--- src/battle_defs.svh ---
`ifndef battleDefsSvh
`define battleDefsSvh

////////////////////////////////////////
// raster timing, 640x480 at one pixel per clk
////////////////////////////////////////
`define HVisible    640                 // visible columns
`define HFront      16                  // front porch after the visible part
`define HSyncLen    96                  // hsync pulse width
`define HBack       48                  // back porch before the next line
`define VVisible    480                 // visible lines
`define VFront      10
`define VSyncLen    2
`define VBack       33

// totals, 800 by 525
`define HTotal      (`HVisible + `HFront + `HSyncLen + `HBack)
`define VTotal      (`VVisible + `VFront + `VSyncLen + `VBack)

////////////////////////////////////////
// board geometry
////////////////////////////////////////
`define TileShift   4                   // 16x16 pixels per tile
`define BoardTiles  16                  // 16x16 tiles per board
`define BoardPix    (`BoardTiles << `TileShift) // board edge in pixels
`define UsBoardX0   0                   // left edge of our own board
`define ThemBoardX0 256                 // left edge of the opponent board

////////////////////////////////////////
// tile codes, 2 bits
////////////////////////////////////////
`define TileEmpty   2'd0
`define TileShip    2'd1
`define TileHit     2'd2
`define TileMiss    2'd3

// colours as 4:4:4 rgb
`define ColorEmpty  12'h028             // open water
`define ColorShip   12'h888             // grey hull
`define ColorHit    12'hF00
`define ColorMiss   12'hFFF
`define ColorGhost  12'h0F0             // placement preview
`define ColorBack   12'h222             // active video off the boards
`define ColorBlank  12'h000             // must stay black in blanking

`define MaxShipLen  5                   // carrier

`endif

--- src/battlePkg.sv ---
package battlePkg;

    ////////////////////////////////////////
    // plain vector types
    ////////////////////////////////////////
    typedef logic [9:0]  pixelCoord_t;  // pixel row or column, up to 799
    typedef logic [3:0]  tileIdx_t;     // tile row or column inside one board
    typedef logic [1:0]  tileCode_t;    // empty / ship / hit / miss
    typedef logic [11:0] rgb_t;         // {r, g, b} at 4 bits each

    ////////////////////////////////////////
    // raster position, one per pixel clock
    ////////////////////////////////////////
    typedef struct packed {
        pixelCoord_t x;                 // column counter
        pixelCoord_t y;                 // line counter
        logic        active;            // inside the 640x480 window
        logic        hsync;             // active low
        logic        vsync;             // active low
    } rasterPos_t;

    // tile write request from outside
    typedef struct packed {
        logic      board;               // 0 us, 1 them
        tileIdx_t  row;
        tileIdx_t  col;
        tileCode_t code;
    } tileWrite_t;

    // ghost ship settings, sampled once per frame
    typedef struct packed {
        logic       enable;
        tileIdx_t   row;                // cursor row on the us board
        tileIdx_t   col;                // cursor column
        logic       vertical;           // 0 runs right, 1 runs down
        logic [2:0] len;                // ship length in tiles
    } ghostCfg_t;

endpackage

--- src/displayTiming.sv ---
`timescale 1ns/10ps
`include "battle_defs.svh"

module displayTiming (
    input  logic                  clk,
    input  logic                  rstN,
    output battlePkg::rasterPos_t pos
);
    import battlePkg::*;

    pixelCoord_t hCnt;                  // column, wraps at HTotal
    pixelCoord_t vCnt;                  // line, wraps at VTotal
    logic        lineEnd;
    logic        frameEnd;

    assign lineEnd  = (hCnt == pixelCoord_t'(`HTotal - 1));
    assign frameEnd = (vCnt == pixelCoord_t'(`VTotal - 1));

    ////////////////////////////////////////
    // raster counters
    ////////////////////////////////////////
    always_ff @(posedge clk) begin
        if (!rstN) begin
            hCnt <= '0;
            vCnt <= '0;
        end else begin
            if (lineEnd) begin
                hCnt <= '0;
                vCnt <= frameEnd ? '0 : vCnt + 1'b1; // next line or back to the top
            end else begin
                hCnt <= hCnt + 1'b1;
            end
        end
    end

    ////////////////////////////////////////
    // flags straight from the counters
    ////////////////////////////////////////
    assign pos.x      = hCnt;
    assign pos.y      = vCnt;
    assign pos.active = (hCnt < `HVisible) && (vCnt < `VVisible);

    // sync pulses sit after the front porch, low while inside
    assign pos.hsync = !((hCnt >= (`HVisible + `HFront)) &&
                         (hCnt <  (`HVisible + `HFront + `HSyncLen)));
    assign pos.vsync = !((vCnt >= (`VVisible + `VFront)) &&
                         (vCnt <  (`VVisible + `VFront + `VSyncLen)));

    // counters never leave the 800x525 frame
    assert property (@(posedge clk) disable iff (!rstN)
        (hCnt < `HTotal) && (vCnt < `VTotal))
        else $error("raster counter out of range h=%0d v=%0d", hCnt, vCnt);

endmodule

--- src/tileMemory.sv ---
`timescale 1ns/10ps
`include "battle_defs.svh"

module tileMemory (
    input  logic                 clk,
    input  logic                 we,
    input  logic [7:0]           wAddr,     // {tile row, tile col}
    input  battlePkg::tileCode_t wData,
    input  logic [7:0]           rAddr,
    output battlePkg::tileCode_t rData
);
    import battlePkg::*;

    localparam int Depth = `BoardTiles * `BoardTiles; // 256 tiles

    ////////////////////////////////////////
    // tile store
    ////////////////////////////////////////
    tileCode_t mem [Depth];

    // write lands on the accepting edge
    always_ff @(posedge clk) begin
        if (we) begin
            mem[wAddr] <= wData;
        end
    end

    // synchronous read, one cycle of latency
    // a read of the address being written returns the old code
    always_ff @(posedge clk) begin
        rData <= mem[rAddr];
    end

endmodule

--- src/boardRenderer.sv ---
`timescale 1ns/10ps
`include "battle_defs.svh"

module boardRenderer (
    input  logic                  clk,
    input  logic                  rstN,
    input  battlePkg::rasterPos_t pos,
    input  battlePkg::tileWrite_t tileWr,
    input  logic                  tileWrValid,
    output logic                  tileWrReady,
    output battlePkg::rasterPos_t posD,
    output logic                  onUs,
    output logic                  onThem,
    output battlePkg::tileCode_t  tileCode
);
    import battlePkg::*;

    pixelCoord_t usRelX;                // x relative to each board edge
    pixelCoord_t themRelX;
    logic        inUs;
    logic        inThem;
    tileIdx_t    tileRow;
    logic [7:0]  usRAddr;
    logic [7:0]  themRAddr;
    logic [7:0]  wAddr;
    logic        wrAccept;
    tileCode_t   usData;
    tileCode_t   themData;

    ////////////////////////////////////////
    // stage 0, which board and which tile
    ////////////////////////////////////////
    assign usRelX   = pos.x - pixelCoord_t'(`UsBoardX0);   // wraps high left of the board
    assign themRelX = pos.x - pixelCoord_t'(`ThemBoardX0);
    assign inUs     = pos.active && (pos.y < `BoardPix) && (usRelX < `BoardPix);
    assign inThem   = pos.active && (pos.y < `BoardPix) && (themRelX < `BoardPix);

    assign tileRow   = tileIdx_t'(pos.y >> `TileShift);
    assign usRAddr   = {tileRow, tileIdx_t'(usRelX >> `TileShift)};
    assign themRAddr = {tileRow, tileIdx_t'(themRelX >> `TileShift)};

    // write port, only open outside active video
    // counters sit at the origin during reset so ready is low there too
    assign tileWrReady = !pos.active;
    assign wrAccept    = tileWrValid && tileWrReady;
    assign wAddr       = {tileWr.row, tileWr.col};

    tileMemory usMem_i (
        .clk   (clk),
        .we    (wrAccept && !tileWr.board),
        .wAddr (wAddr),
        .wData (tileWr.code),
        .rAddr (usRAddr),
        .rData (usData)
    );

    tileMemory themMem_i (
        .clk   (clk),
        .we    (wrAccept && tileWr.board),
        .wAddr (wAddr),
        .wData (tileWr.code),
        .rAddr (themRAddr),
        .rData (themData)
    );

    ////////////////////////////////////////
    // stage 1, line up with the read data
    ////////////////////////////////////////
    always_ff @(posedge clk) begin
        if (!rstN) begin
            onUs   <= 1'b0;
            onThem <= 1'b0;
        end else begin
            onUs   <= inUs;
            onThem <= inThem;
        end
    end

    always_ff @(posedge clk) begin
        posD <= pos;                    // stage-1 copy of the raster position
    end

    assign tileCode = onUs   ? usData   :
                      onThem ? themData : `TileEmpty;

    // an accepted write always falls outside the visible window
    assert property (@(posedge clk) disable iff (!rstN)
        wrAccept |-> (pos.x >= `HVisible) || (pos.y >= `VVisible))
        else $error("tile write accepted during active video");

endmodule

--- src/ghostShip.sv ---
`timescale 1ns/10ps
`include "battle_defs.svh"

module ghostShip (
    input  logic                  clk,
    input  logic                  rstN,
    input  battlePkg::rasterPos_t pos,
    input  battlePkg::ghostCfg_t  ghostCfg,
    output logic                  ghostHit
);
    import battlePkg::*;

    ghostCfg_t   cfgQ;                  // held for the whole frame
    ghostCfg_t   cfgCur;
    logic        atOrigin;
    pixelCoord_t relX;
    logic        inUs;
    tileIdx_t    tileRow;
    tileIdx_t    tileCol;
    logic [4:0]  runEnd;                // one past the last tile, may exceed 15
    logic        hitH;
    logic        hitV;

    ////////////////////////////////////////
    // frame latch
    ////////////////////////////////////////
    assign atOrigin = (pos.x == '0) && (pos.y == '0);
    assign cfgCur   = atOrigin ? ghostCfg : cfgQ; // origin pixel already sees the new cfg

    always_ff @(posedge clk) begin
        if (!rstN) begin
            cfgQ <= '0;                 // ghost off
        end else if (atOrigin) begin
            cfgQ <= ghostCfg;
        end
    end

    ////////////////////////////////////////
    // span test on the us board
    ////////////////////////////////////////
    assign relX    = pos.x - pixelCoord_t'(`UsBoardX0);
    assign inUs    = pos.active && (pos.y < `BoardPix) && (relX < `BoardPix);
    assign tileRow = tileIdx_t'(pos.y >> `TileShift);
    assign tileCol = tileIdx_t'(relX >> `TileShift);

    // run starts at the cursor, clipped by the board edge since tiles stop at 15
    assign runEnd = (cfgCur.vertical ? {1'b0, cfgCur.row} : {1'b0, cfgCur.col})
                    + {2'b00, cfgCur.len};

    assign hitH = !cfgCur.vertical && (tileRow == cfgCur.row) &&
                  (tileCol >= cfgCur.col) && ({1'b0, tileCol} < runEnd);
    assign hitV = cfgCur.vertical && (tileCol == cfgCur.col) &&
                  (tileRow >= cfgCur.row) && ({1'b0, tileRow} < runEnd);

    always_ff @(posedge clk) begin
        if (!rstN) begin
            ghostHit <= 1'b0;
        end else begin
            ghostHit <= cfgCur.enable && inUs && (hitH || hitV);
        end
    end

    // an enabled ghost always has a real ship length
    assert property (@(posedge clk) disable iff (!rstN)
        cfgQ.enable |-> (cfgQ.len >= 3'd1) && (cfgQ.len <= `MaxShipLen))
        else $error("ghost length %0d out of range", cfgQ.len);

endmodule

--- src/pixelMixer.sv ---
`timescale 1ns/10ps
`include "battle_defs.svh"

module pixelMixer (
    input  logic                  clk,
    input  logic                  rstN,
    input  battlePkg::rasterPos_t posD,
    input  logic                  onUs,
    input  logic                  onThem,
    input  logic                  ghostHit,
    input  battlePkg::tileCode_t  tileCode,
    output battlePkg::rgb_t       rgb,
    output logic                  hsync,
    output logic                  vsync
);
    import battlePkg::*;

    rgb_t tileColor;
    rgb_t pixColor;

    ////////////////////////////////////////
    // colour pick
    ////////////////////////////////////////
    always_comb begin
        case (tileCode)
            `TileShip: tileColor = `ColorShip;
            `TileHit:  tileColor = `ColorHit;
            `TileMiss: tileColor = `ColorMiss;
            default:   tileColor = `ColorEmpty;
        endcase
    end

    // blanking beats ghost beats tiles beats background
    always_comb begin
        if (!posD.active) begin
            pixColor = `ColorBlank;
        end else if (ghostHit) begin
            pixColor = `ColorGhost;
        end else if (onUs || onThem) begin
            pixColor = tileColor;
        end else begin
            pixColor = `ColorBack;
        end
    end

    ////////////////////////////////////////
    // output register, colour and syncs together
    ////////////////////////////////////////
    always_ff @(posedge clk) begin
        if (!rstN) begin
            rgb   <= `ColorBlank;
            hsync <= 1'b1;              // syncs idle high
            vsync <= 1'b1;
        end else begin
            rgb   <= pixColor;
            hsync <= posD.hsync;
            vsync <= posD.vsync;
        end
    end

endmodule

--- src/battleVideoTop.sv ---
`timescale 1ns/10ps

module battleVideoTop (
    input  logic                  clk,
    input  logic                  rstN,
    input  battlePkg::tileWrite_t tileWr,
    input  logic                  tileWrValid,
    output logic                  tileWrReady,
    input  battlePkg::ghostCfg_t  ghostCfg,
    output battlePkg::rgb_t       rgb,
    output logic                  hsync,
    output logic                  vsync
);
    import battlePkg::*;

    rasterPos_t pos;                    // stage 0
    rasterPos_t posD;                   // stage 1
    tileCode_t  tileCode;
    logic       onUs;
    logic       onThem;
    logic       ghostHit;

    ////////////////////////////////////////
    // stage 0, raster
    ////////////////////////////////////////
    displayTiming timing_i (
        .clk  (clk),
        .rstN (rstN),
        .pos  (pos)
    );

    ////////////////////////////////////////
    // stage 1, tiles and ghost
    ////////////////////////////////////////
    boardRenderer render_i (
        .clk         (clk),
        .rstN        (rstN),
        .pos         (pos),
        .tileWr      (tileWr),
        .tileWrValid (tileWrValid),
        .tileWrReady (tileWrReady),
        .posD        (posD),
        .onUs        (onUs),
        .onThem      (onThem),
        .tileCode    (tileCode)
    );

    ghostShip ghost_i (
        .clk      (clk),
        .rstN     (rstN),
        .pos      (pos),
        .ghostCfg (ghostCfg),
        .ghostHit (ghostHit)
    );

    // stage 2, registered colour out
    pixelMixer mixer_i (
        .clk      (clk),
        .rstN     (rstN),
        .posD     (posD),
        .onUs     (onUs),
        .onThem   (onThem),
        .ghostHit (ghostHit),
        .tileCode (tileCode),
        .rgb      (rgb),
        .hsync    (hsync),
        .vsync    (vsync)
    );

endmodule

--- config.mk ---
export PLATFORM = sky130hd
export DESIGN_NAME = battleVideoTop
export DESIGN_NICKNAME = d
export VERILOG_FILES = /design/src/battlePkg.sv /design/src/displayTiming.sv /design/src/tileMemory.sv /design/src/boardRenderer.sv /design/src/ghostShip.sv /design/src/pixelMixer.sv /design/src/battleVideoTop.sv
export VERILOG_INCLUDE_DIRS = /design/src
export SDC_FILE = /design/constraint.sdc
export NUM_CORES = 1
export LEC_CHECK = 0
export BUFFER_PORTS_ARGS = -buffer_cell sky130_fd_sc_hd__buf_4
export CAP_MARGIN = 40
export CORE_UTILIZATION = 35
export DETAILED_ROUTE_END_ITERATION = 10
export MAX_ROUTING_LAYER = met4
export PLACE_DENSITY = 0.6
export SLEW_MARGIN = 20
export SYNTH_ARGS = -nofsm -noshare
export SYNTH_HDL_FRONTEND = slang
export SYNTH_SLANG_ARGS = --single-unit
--- constraint.sdc ---
create_clock -name clk -period 4.35 [get_ports clk]
set_input_delay 0.435 -clock clk [delete_from_list [all_inputs] [get_ports clk]]
set_output_delay 0.435 -clock clk [all_outputs]
set_load 0.02 [all_outputs]
# --- Word-level counts from Yosys, hierarchy flattened ---
# Memory sizes are Yosys's and may differ from the RTL's. A register that Yosys moved wholly into a read port is not among the register bits.
# Index checks and enable logic that the tools add are counted.
word_totals:
  reg_bits: 53
  ram_bits: 1024
  inputBits: 27
  output_inout_bits: 15
  elab_cells: 90
  mem_count: 2
mem_list:
  columns: ["memory", "depth", "word_bits", "rd", "rd_ports_with_merged_regs", "write_ports", "line", "rtl"]
  rows:
  - ["render_i.themMem_i.mem", 256, 2, 1, 1, 1, "tileMemory.sv:19", "tileCode_t mem [Depth];"]
  - ["render_i.usMem_i.mem", 256, 2, 1, 1, 1, "tileMemory.sv:19", null]
classes:
  addsub: 4
  n_lt_le_gt_ge: 13
  n_eq_ne: 7
  n_mux: 12
  n_bitwise: 3
  reduce_logical: 31
ops:
  columns: ["op", "n"]
  rows:
  - ["$lt 10x9->1 const B", 5]
  - ["$pmux 12 s3", 1]
  - ["$add 10x1->10 const B", 2]
  - ["$eq 10x10->1 const B", 2]
  - ["$logic_not 10->1", 2]
  - ["$lt 10x10->1 const B", 2]
  - ["$mux 10", 2]
  - ["$logic_and 1x1->1", 18]
  - ["$mux 13", 1]
  - ["$ge 10x10->1 const B", 1]
  - ["$ge 10x9->1 const B", 1]
  - ["$lt 4x5->1", 2]
  - ["$sub 10x9->10 const B", 1]
  - ["$eq 4x4->1", 2]
  - ["$ge 4x4->1", 2]
  - ["$mux 8", 1]
  - ["$add 5x3->5", 1]
  - ["$logic_not 1->1", 5]
  - ["$eq 2x2->1 const B", 2]
  - ["$mux 1", 4]
  - ["$mux 2", 2]
  - ["$mux 4", 1]
  - ["$reduce_or 4->1", 1]
  - ["$not 1->1", 3]
  - ["5 further kinds", 6]

# --- Depth between registers and ports, before layout ---
depth:
  word_depth: 9
  ltp_mapped: 18
  ltp_nobuf: 16

# --- By module ---
# A second synthesis with hierarchy kept.
hier_totals:
  cells_unflattened: 2814
  hier_area_um2: 46050.4
by_module_without_submodules:
  columns: ["module", "n_inst", "cells_per_inst", "area_each_um2", "seq_area_each_um2"]
  rows:
  - ["tileMemory", 2, 1242, 21381.8, 15414.8]
  - ["ghostShip", 1, 138, 1308.8, 280.3]
  - ["displayTiming", 1, 113, 974.7, 400.4]
  - ["boardRenderer", 1, 37, 571.8, 500.5]
  - ["pixelMixer", 1, 42, 431.7, 220.2]

# --- Least setup slack after synthesis ---
# OpenSTA, ideal clock, no wires.
synth_path:
  path_type: "flip-flop to flip-flop"
  startpoint: "reg timing_i.hCnt[7]"
  endpoint: "reg ghost_i.ghostHit"
  setup_time_ps: 58
  arrival_time_ps: 4029
  t_required_ps: 4292
  path_slack_ps: 263
  path_stages_with_launch: 18
  path_buffers: 3
  synth_period_minus_slack_ps: 4087
  path_cell_list: "dfxtp_1 buf_2 or4_1 nor4b_2 and3_1 buf_6 buf_2 mux2i_1 mux2i_1 ha_1 inv_1 fa_1 ha_1 a21oi_1 o221ai_1 maj3_2 a2111oi_2 o211a_1"
synth_via:
  elab_chain_len: 9
  elab_cells_between_ends: 26
  cone_classes: "1 x add/sub; 6 x order compare; 2 x eq/ne; 2 x mux; 15 x reduce/logical"
synth_lines:
  columns: ["element", "line", "rtl"]
  rows:
  - ["start, declared", "displayTiming.sv:11", "pixelCoord_t hCnt;"]
  - ["start signal, assigned", "displayTiming.sv:31", "hCnt <= hCnt + 1'b1;"]
  - ["$logic_not 10->1", "ghostShip.sv:27", "assign atOrigin = (pos.x == '0) && (pos.y == '0);"]
  - ["$logic_and 1x1->1", "ghostShip.sv:27", null]
  - ["$mux 13", "ghostShip.sv:28", "assign cfgCur = atOrigin ? ghostCfg : cfgQ;"]
  - ["$mux 4, or another cell as far along", "ghostShip.sv:47", "assign runEnd = (cfgCur.vertical ? {1'b0, cfgCur.row} : {1'b0, cfgCur.col})"]
  - ["$add 5x3->5, or another cell as far along", "ghostShip.sv:48", "+ {2'b00, cfgCur.len};"]
  - ["$lt 4x5->1, or another cell as far along", "ghostShip.sv:51", "(tileCol >= cfgCur.col) && ({1'b0, tileCol} < runEnd);"]
  - ["$logic_and 1x1->1 (on tied branches)", "ghostShip.sv:51, ghostShip.sv:53", null]
  - ["$logic_or 1x1->1", "ghostShip.sv:59", "ghostHit <= cfgCur.enable && inUs && (hitH || hitV);"]
  - ["$logic_and 1x1->1 (*)", "ghostShip.sv:59", null]
  - ["end signal, assigned", "ghostShip.sv:59", null]
  - ["end, declared", "ghostShip.sv:9", "output logic ghostHit"]
# Mark *: on every way between the ends. The rest lies on a longest branch, timed or not.
# A chain may end at the register's enable or synchronous reset.

# --- Worst setup path in the final report ---
layout_path:
  startpoint: "reg timing_i.vCnt[9]"
  endpoint: "reg ghost_i.ghostHit"
layout_via:
  elab_chain_len: 9
  elab_cells_between_ends: 26
  cone_classes: "1 x add/sub; 6 x order compare; 2 x eq/ne; 2 x mux; 15 x reduce/logical"
layout_lines:
  columns: ["element", "line", "rtl"]
  rows:
  - ["start, declared", "displayTiming.sv:12", "pixelCoord_t vCnt;"]
  - ["start signal, assigned", "displayTiming.sv:29", "vCnt <= frameEnd ? '0 : vCnt + 1'b1;"]
  - ["$logic_not 10->1", "ghostShip.sv:27", null]
  - ["$logic_and 1x1->1", "ghostShip.sv:27", null]
  - ["$mux 13", "ghostShip.sv:28", null]
  - ["$mux 4, or another cell as far along", "ghostShip.sv:47", null]
  - ["$add 5x3->5, or another cell as far along", "ghostShip.sv:48", null]
  - ["$lt 4x5->1, or another cell as far along", "ghostShip.sv:51", null]
  - ["$logic_and 1x1->1 (on tied branches)", "ghostShip.sv:51, ghostShip.sv:53", null]
  - ["$logic_or 1x1->1", "ghostShip.sv:59", null]
  - ["$logic_and 1x1->1 (*)", "ghostShip.sv:59", null]
# Marks and branches as above.

==> out/metrics.csv <==
metric;value;unit
status;complete, no violations;
r2r_slack;0.16;ns
grt_busiest_layer;met2;
critical_path_class;reg -> reg;
crit_fanout;6;
grt_max_degree;160;
async_flop_share;0;%
cp_slowest_cell;or4_4;
yosysUniqueCellTypes;57;
holdPathStages;3;
die_w;357.1;microns
netlist_area;44140;sq um
globalRouteOverflowTotal;0;
cap_violations;0;
ios;42;
drtIter0Drc;2409;
power_density;421.8;nW/um^2
via_per_inst;5.404;
critPathLaunchType;register;
grt_pass1_wl;156700;microns
finalPower;21200;uW
chipHeight;357.1;microns
cp_num_buf_inv;2;
htreeDepth;3;
place.gp.congestion;0.8031;
vdd_drop_max;0.0003335;V
initial_core_util;35.47;%
dpl.hpwl;59770;microns
cts_tree;yes;
multiInputGateArea;11580;sq um
grt.total_usage;17.16;%
met3_usage;3.051;%
vias;23010;
met1_usage;21.57;%
seq_area;31850;sq um
insertion_delay;0.68;ns
fillCellCount;11013;
area_growth;13.85;%
wl_per_cell;24.91;microns
worst_slew_pin_slew;0.9991;ns
cts_sinks;1078;
max_slew_margin;33.40;%
path_delay_family;adder cells;
drv_slew;0;
antenna_left;0;
drc;0;
min_period_over_period;96.28;%
post-route-util;40.38;%
r2r_cells;15;
use_met2;28.69;%
syn_inst;2461;
dpl-instance-area;46590;sq um
end_kind;register;
grt_pass1_vias;24188;
ys.flop_type;edfxtp_1;
yosysWarnings;0;
hold_viol;0;
finalCriticalPeriod;4.188;ns
wirelength;106100;microns
crit_path_cell_trace;or4_4 > nor4b_4 > and3_4 > mux2i_2 > buf_4 > mux2i_1 > ha_2 > inv_1 > fa_1 > xor2_2 > xnor2_1 > o221ai_1 > maj3_2 > a2111oi_4 > o211a_1;
setup_viol;0;
nets;2575;
hold_class;in -> reg;
final_layout_size_suffix_gt1_share;24.43;%
numCtsBuffers;109;
worst_path_largest_cell_delay;0.55;ns
power.leakage;0.01483;uW
ys_seq_area_share;72.11;%
holdWs;0.07576;ns
rows;129;
syn_area_per_cell;17.94;sq um
clk_pin_slew;0.06;ns
synthesis.nets;2510;
fmax;0.2388;GHz
ys_seq_elements;1078;
die-area;127500;sq um
dr.pass1.iters;7;
arrival;4.82;ns
core;124400;sq um
ctsLongestPathBuffers;3;
clockRootBuffer;clkbuf_16;
cp.depth;15;
antenna_found_initial;5;
fin_area;50250;sq um
fin_skew;0.03168;ns
io_buffers;41;
synth-edff-count;1024;
crit_required;4.98;ns
==> sequential cells by signal, summed over array words and instances, names as in the netlist <==
name	cells
ghost_i.cfgQ	13
ghost_i.ghostHit	1
mixer_i.hsync	1
mixer_i.rgb	9
mixer_i.vsync	1
render_i.onThem	1
render_i.onUs	1
render_i.posD	3
render_i.themMem_i.mem	512
render_i.themMem_i.rData	2
render_i.usMem_i.mem	512
render_i.usMem_i.rData	2
timing_i.hCnt	10
timing_i.vCnt	10
==> routing by layer <==
layer / routed length (microns) / share of wire [%]
met1: 42190 / 40
met2: 53760 / 51
met3: 8023 / 7.6
met4: 2086 / 2.0
met5: 0 / 0
==> power breakdown <==
group | total [uW] | internal, uW | switching [uW]
combinational | 535 | 165 | 369
sequential | 11400 | 11400 | 10.2
clock | 9290 | 5400 | 3880
==> worst min-delay path: cells and delay by family <==
| kind | cells | cell delay, ns |
|---|---|---|
| buf+inv | 1 | 0.08 |
| simple gates | 1 | 0.11 |
| mux | 1 | 0.09 |
==> synth_stat cells, drive strengths merged, types with 3 or more instances <==
cell type,number,area (sq um)
and3,5,31.28
a21oi,13,65.06
nor4,6,37.54
xnor2,12,105.1
nor2,551,2068
or3,8,50.05
and2,8,50.05
edfxtp,1024,30750
buf,53,281.5
o21ai,11,55.05
xor2,10,87.58
mux2,3,33.78
a22o,5,43.79
nand2b,5,31.28
nand2,50,187.7
nand4,14,87.58
mux2i,21,210.2
inv,19,71.32
mux4,321,7229
a21o,3,22.52
clkbuf,123,461.7
a221oi,7,61.31
ha,21,262.8
nand3b,4,30.03
dfxtp,54,1081
nand3,43,215.2
nor2b,21,131.4
a22oi,11,82.58
==> layout make-up <==
| type | instances | area share [%] |
|---|---|---|
| timing repair buffer | 130 | 2.246 |
| sequential | 1078 | 63.37 |
| antenna | 5 | 0.02490 |
| clock buffer | 145 | 6.018 |
| clock inverter | 56 | 1.068 |
| inverter | 19 | 0.1419 |
| tap | 1637 | 4.076 |
| multi-input combinational | 1188 | 23.05 |
==> metrics by stage <==
stage	setup TNS (ns)	std cells	setup WS [ns]
after detailed placement	0	4048	0.08742
after global placement	0	4048	0.1552
after global routing	-0.01521	4258	-0.01521
after floorplan	0	2461	0.2630
final	0	4258	0.1618
after CTS	0	4249	0.04997
==> placed cells by master, fill, tap and decap left out, types with 6 or more instances in the layout <==
cell,count
clkbuf_8,9
mux4_2,321
clkinv_2,20
xnor2_1,12
clkbuf_1,20
nand4_1,14
and2_1,8
clkbuf_16,112
nand3_1,38
mux2i_1,19
edfxtp_1,1024
o21ai_0,10
buf_4,117
dfxtp_1,50
nor2_1,551
a22oi_1,11
bufinv_16,9
xor2_1,9
or3_1,8
inv_1,19
nor4_1,6
nand2_1,50
nor2b_1,20
ha_1,20
a21oi_1,12
clkinv_1,19
a221oi_1,7
buf_12,11
==> kinds of logic (layout without fill, tap and decap cells) <==
group           count (synthesis)  in the layout  share of synthesized area [%]
fa+ha+maj                      24             24                         0.6888
mux                           345            345                          16.93
flops                        1078           1078                          72.11
compound gates                 71             71                          1.154
xor+xnor                       22             22                         0.4365
simple gates                  726            726                          6.831
buf+inv                       195            350                          1.845
other cells                     0              5                              0
==> path summary, 6_finish.rpt <==
kind | from | to
worst min-delay path | ghostCfg[11] | ghost_i.cfgQ[11]
worst min register to register | render_i.posD[0] | mixer_i.vsync
worst max-delay path | timing_i.vCnt[9] | ghost_i.ghostHit
worst max register to register | timing_i.vCnt[9] | ghost_i.ghostHit
==> what timing repair did <==
item / in CTS / in global routing
hold endpoints to repair: 0 / 0
endpoints found under the setup margin: 0 / 1
hold buffers: 0 / 0
resized for setup: 0 / 11
buffers inserted: 0 / 4
No activity file was read; power rests on OpenSTA's default activity.
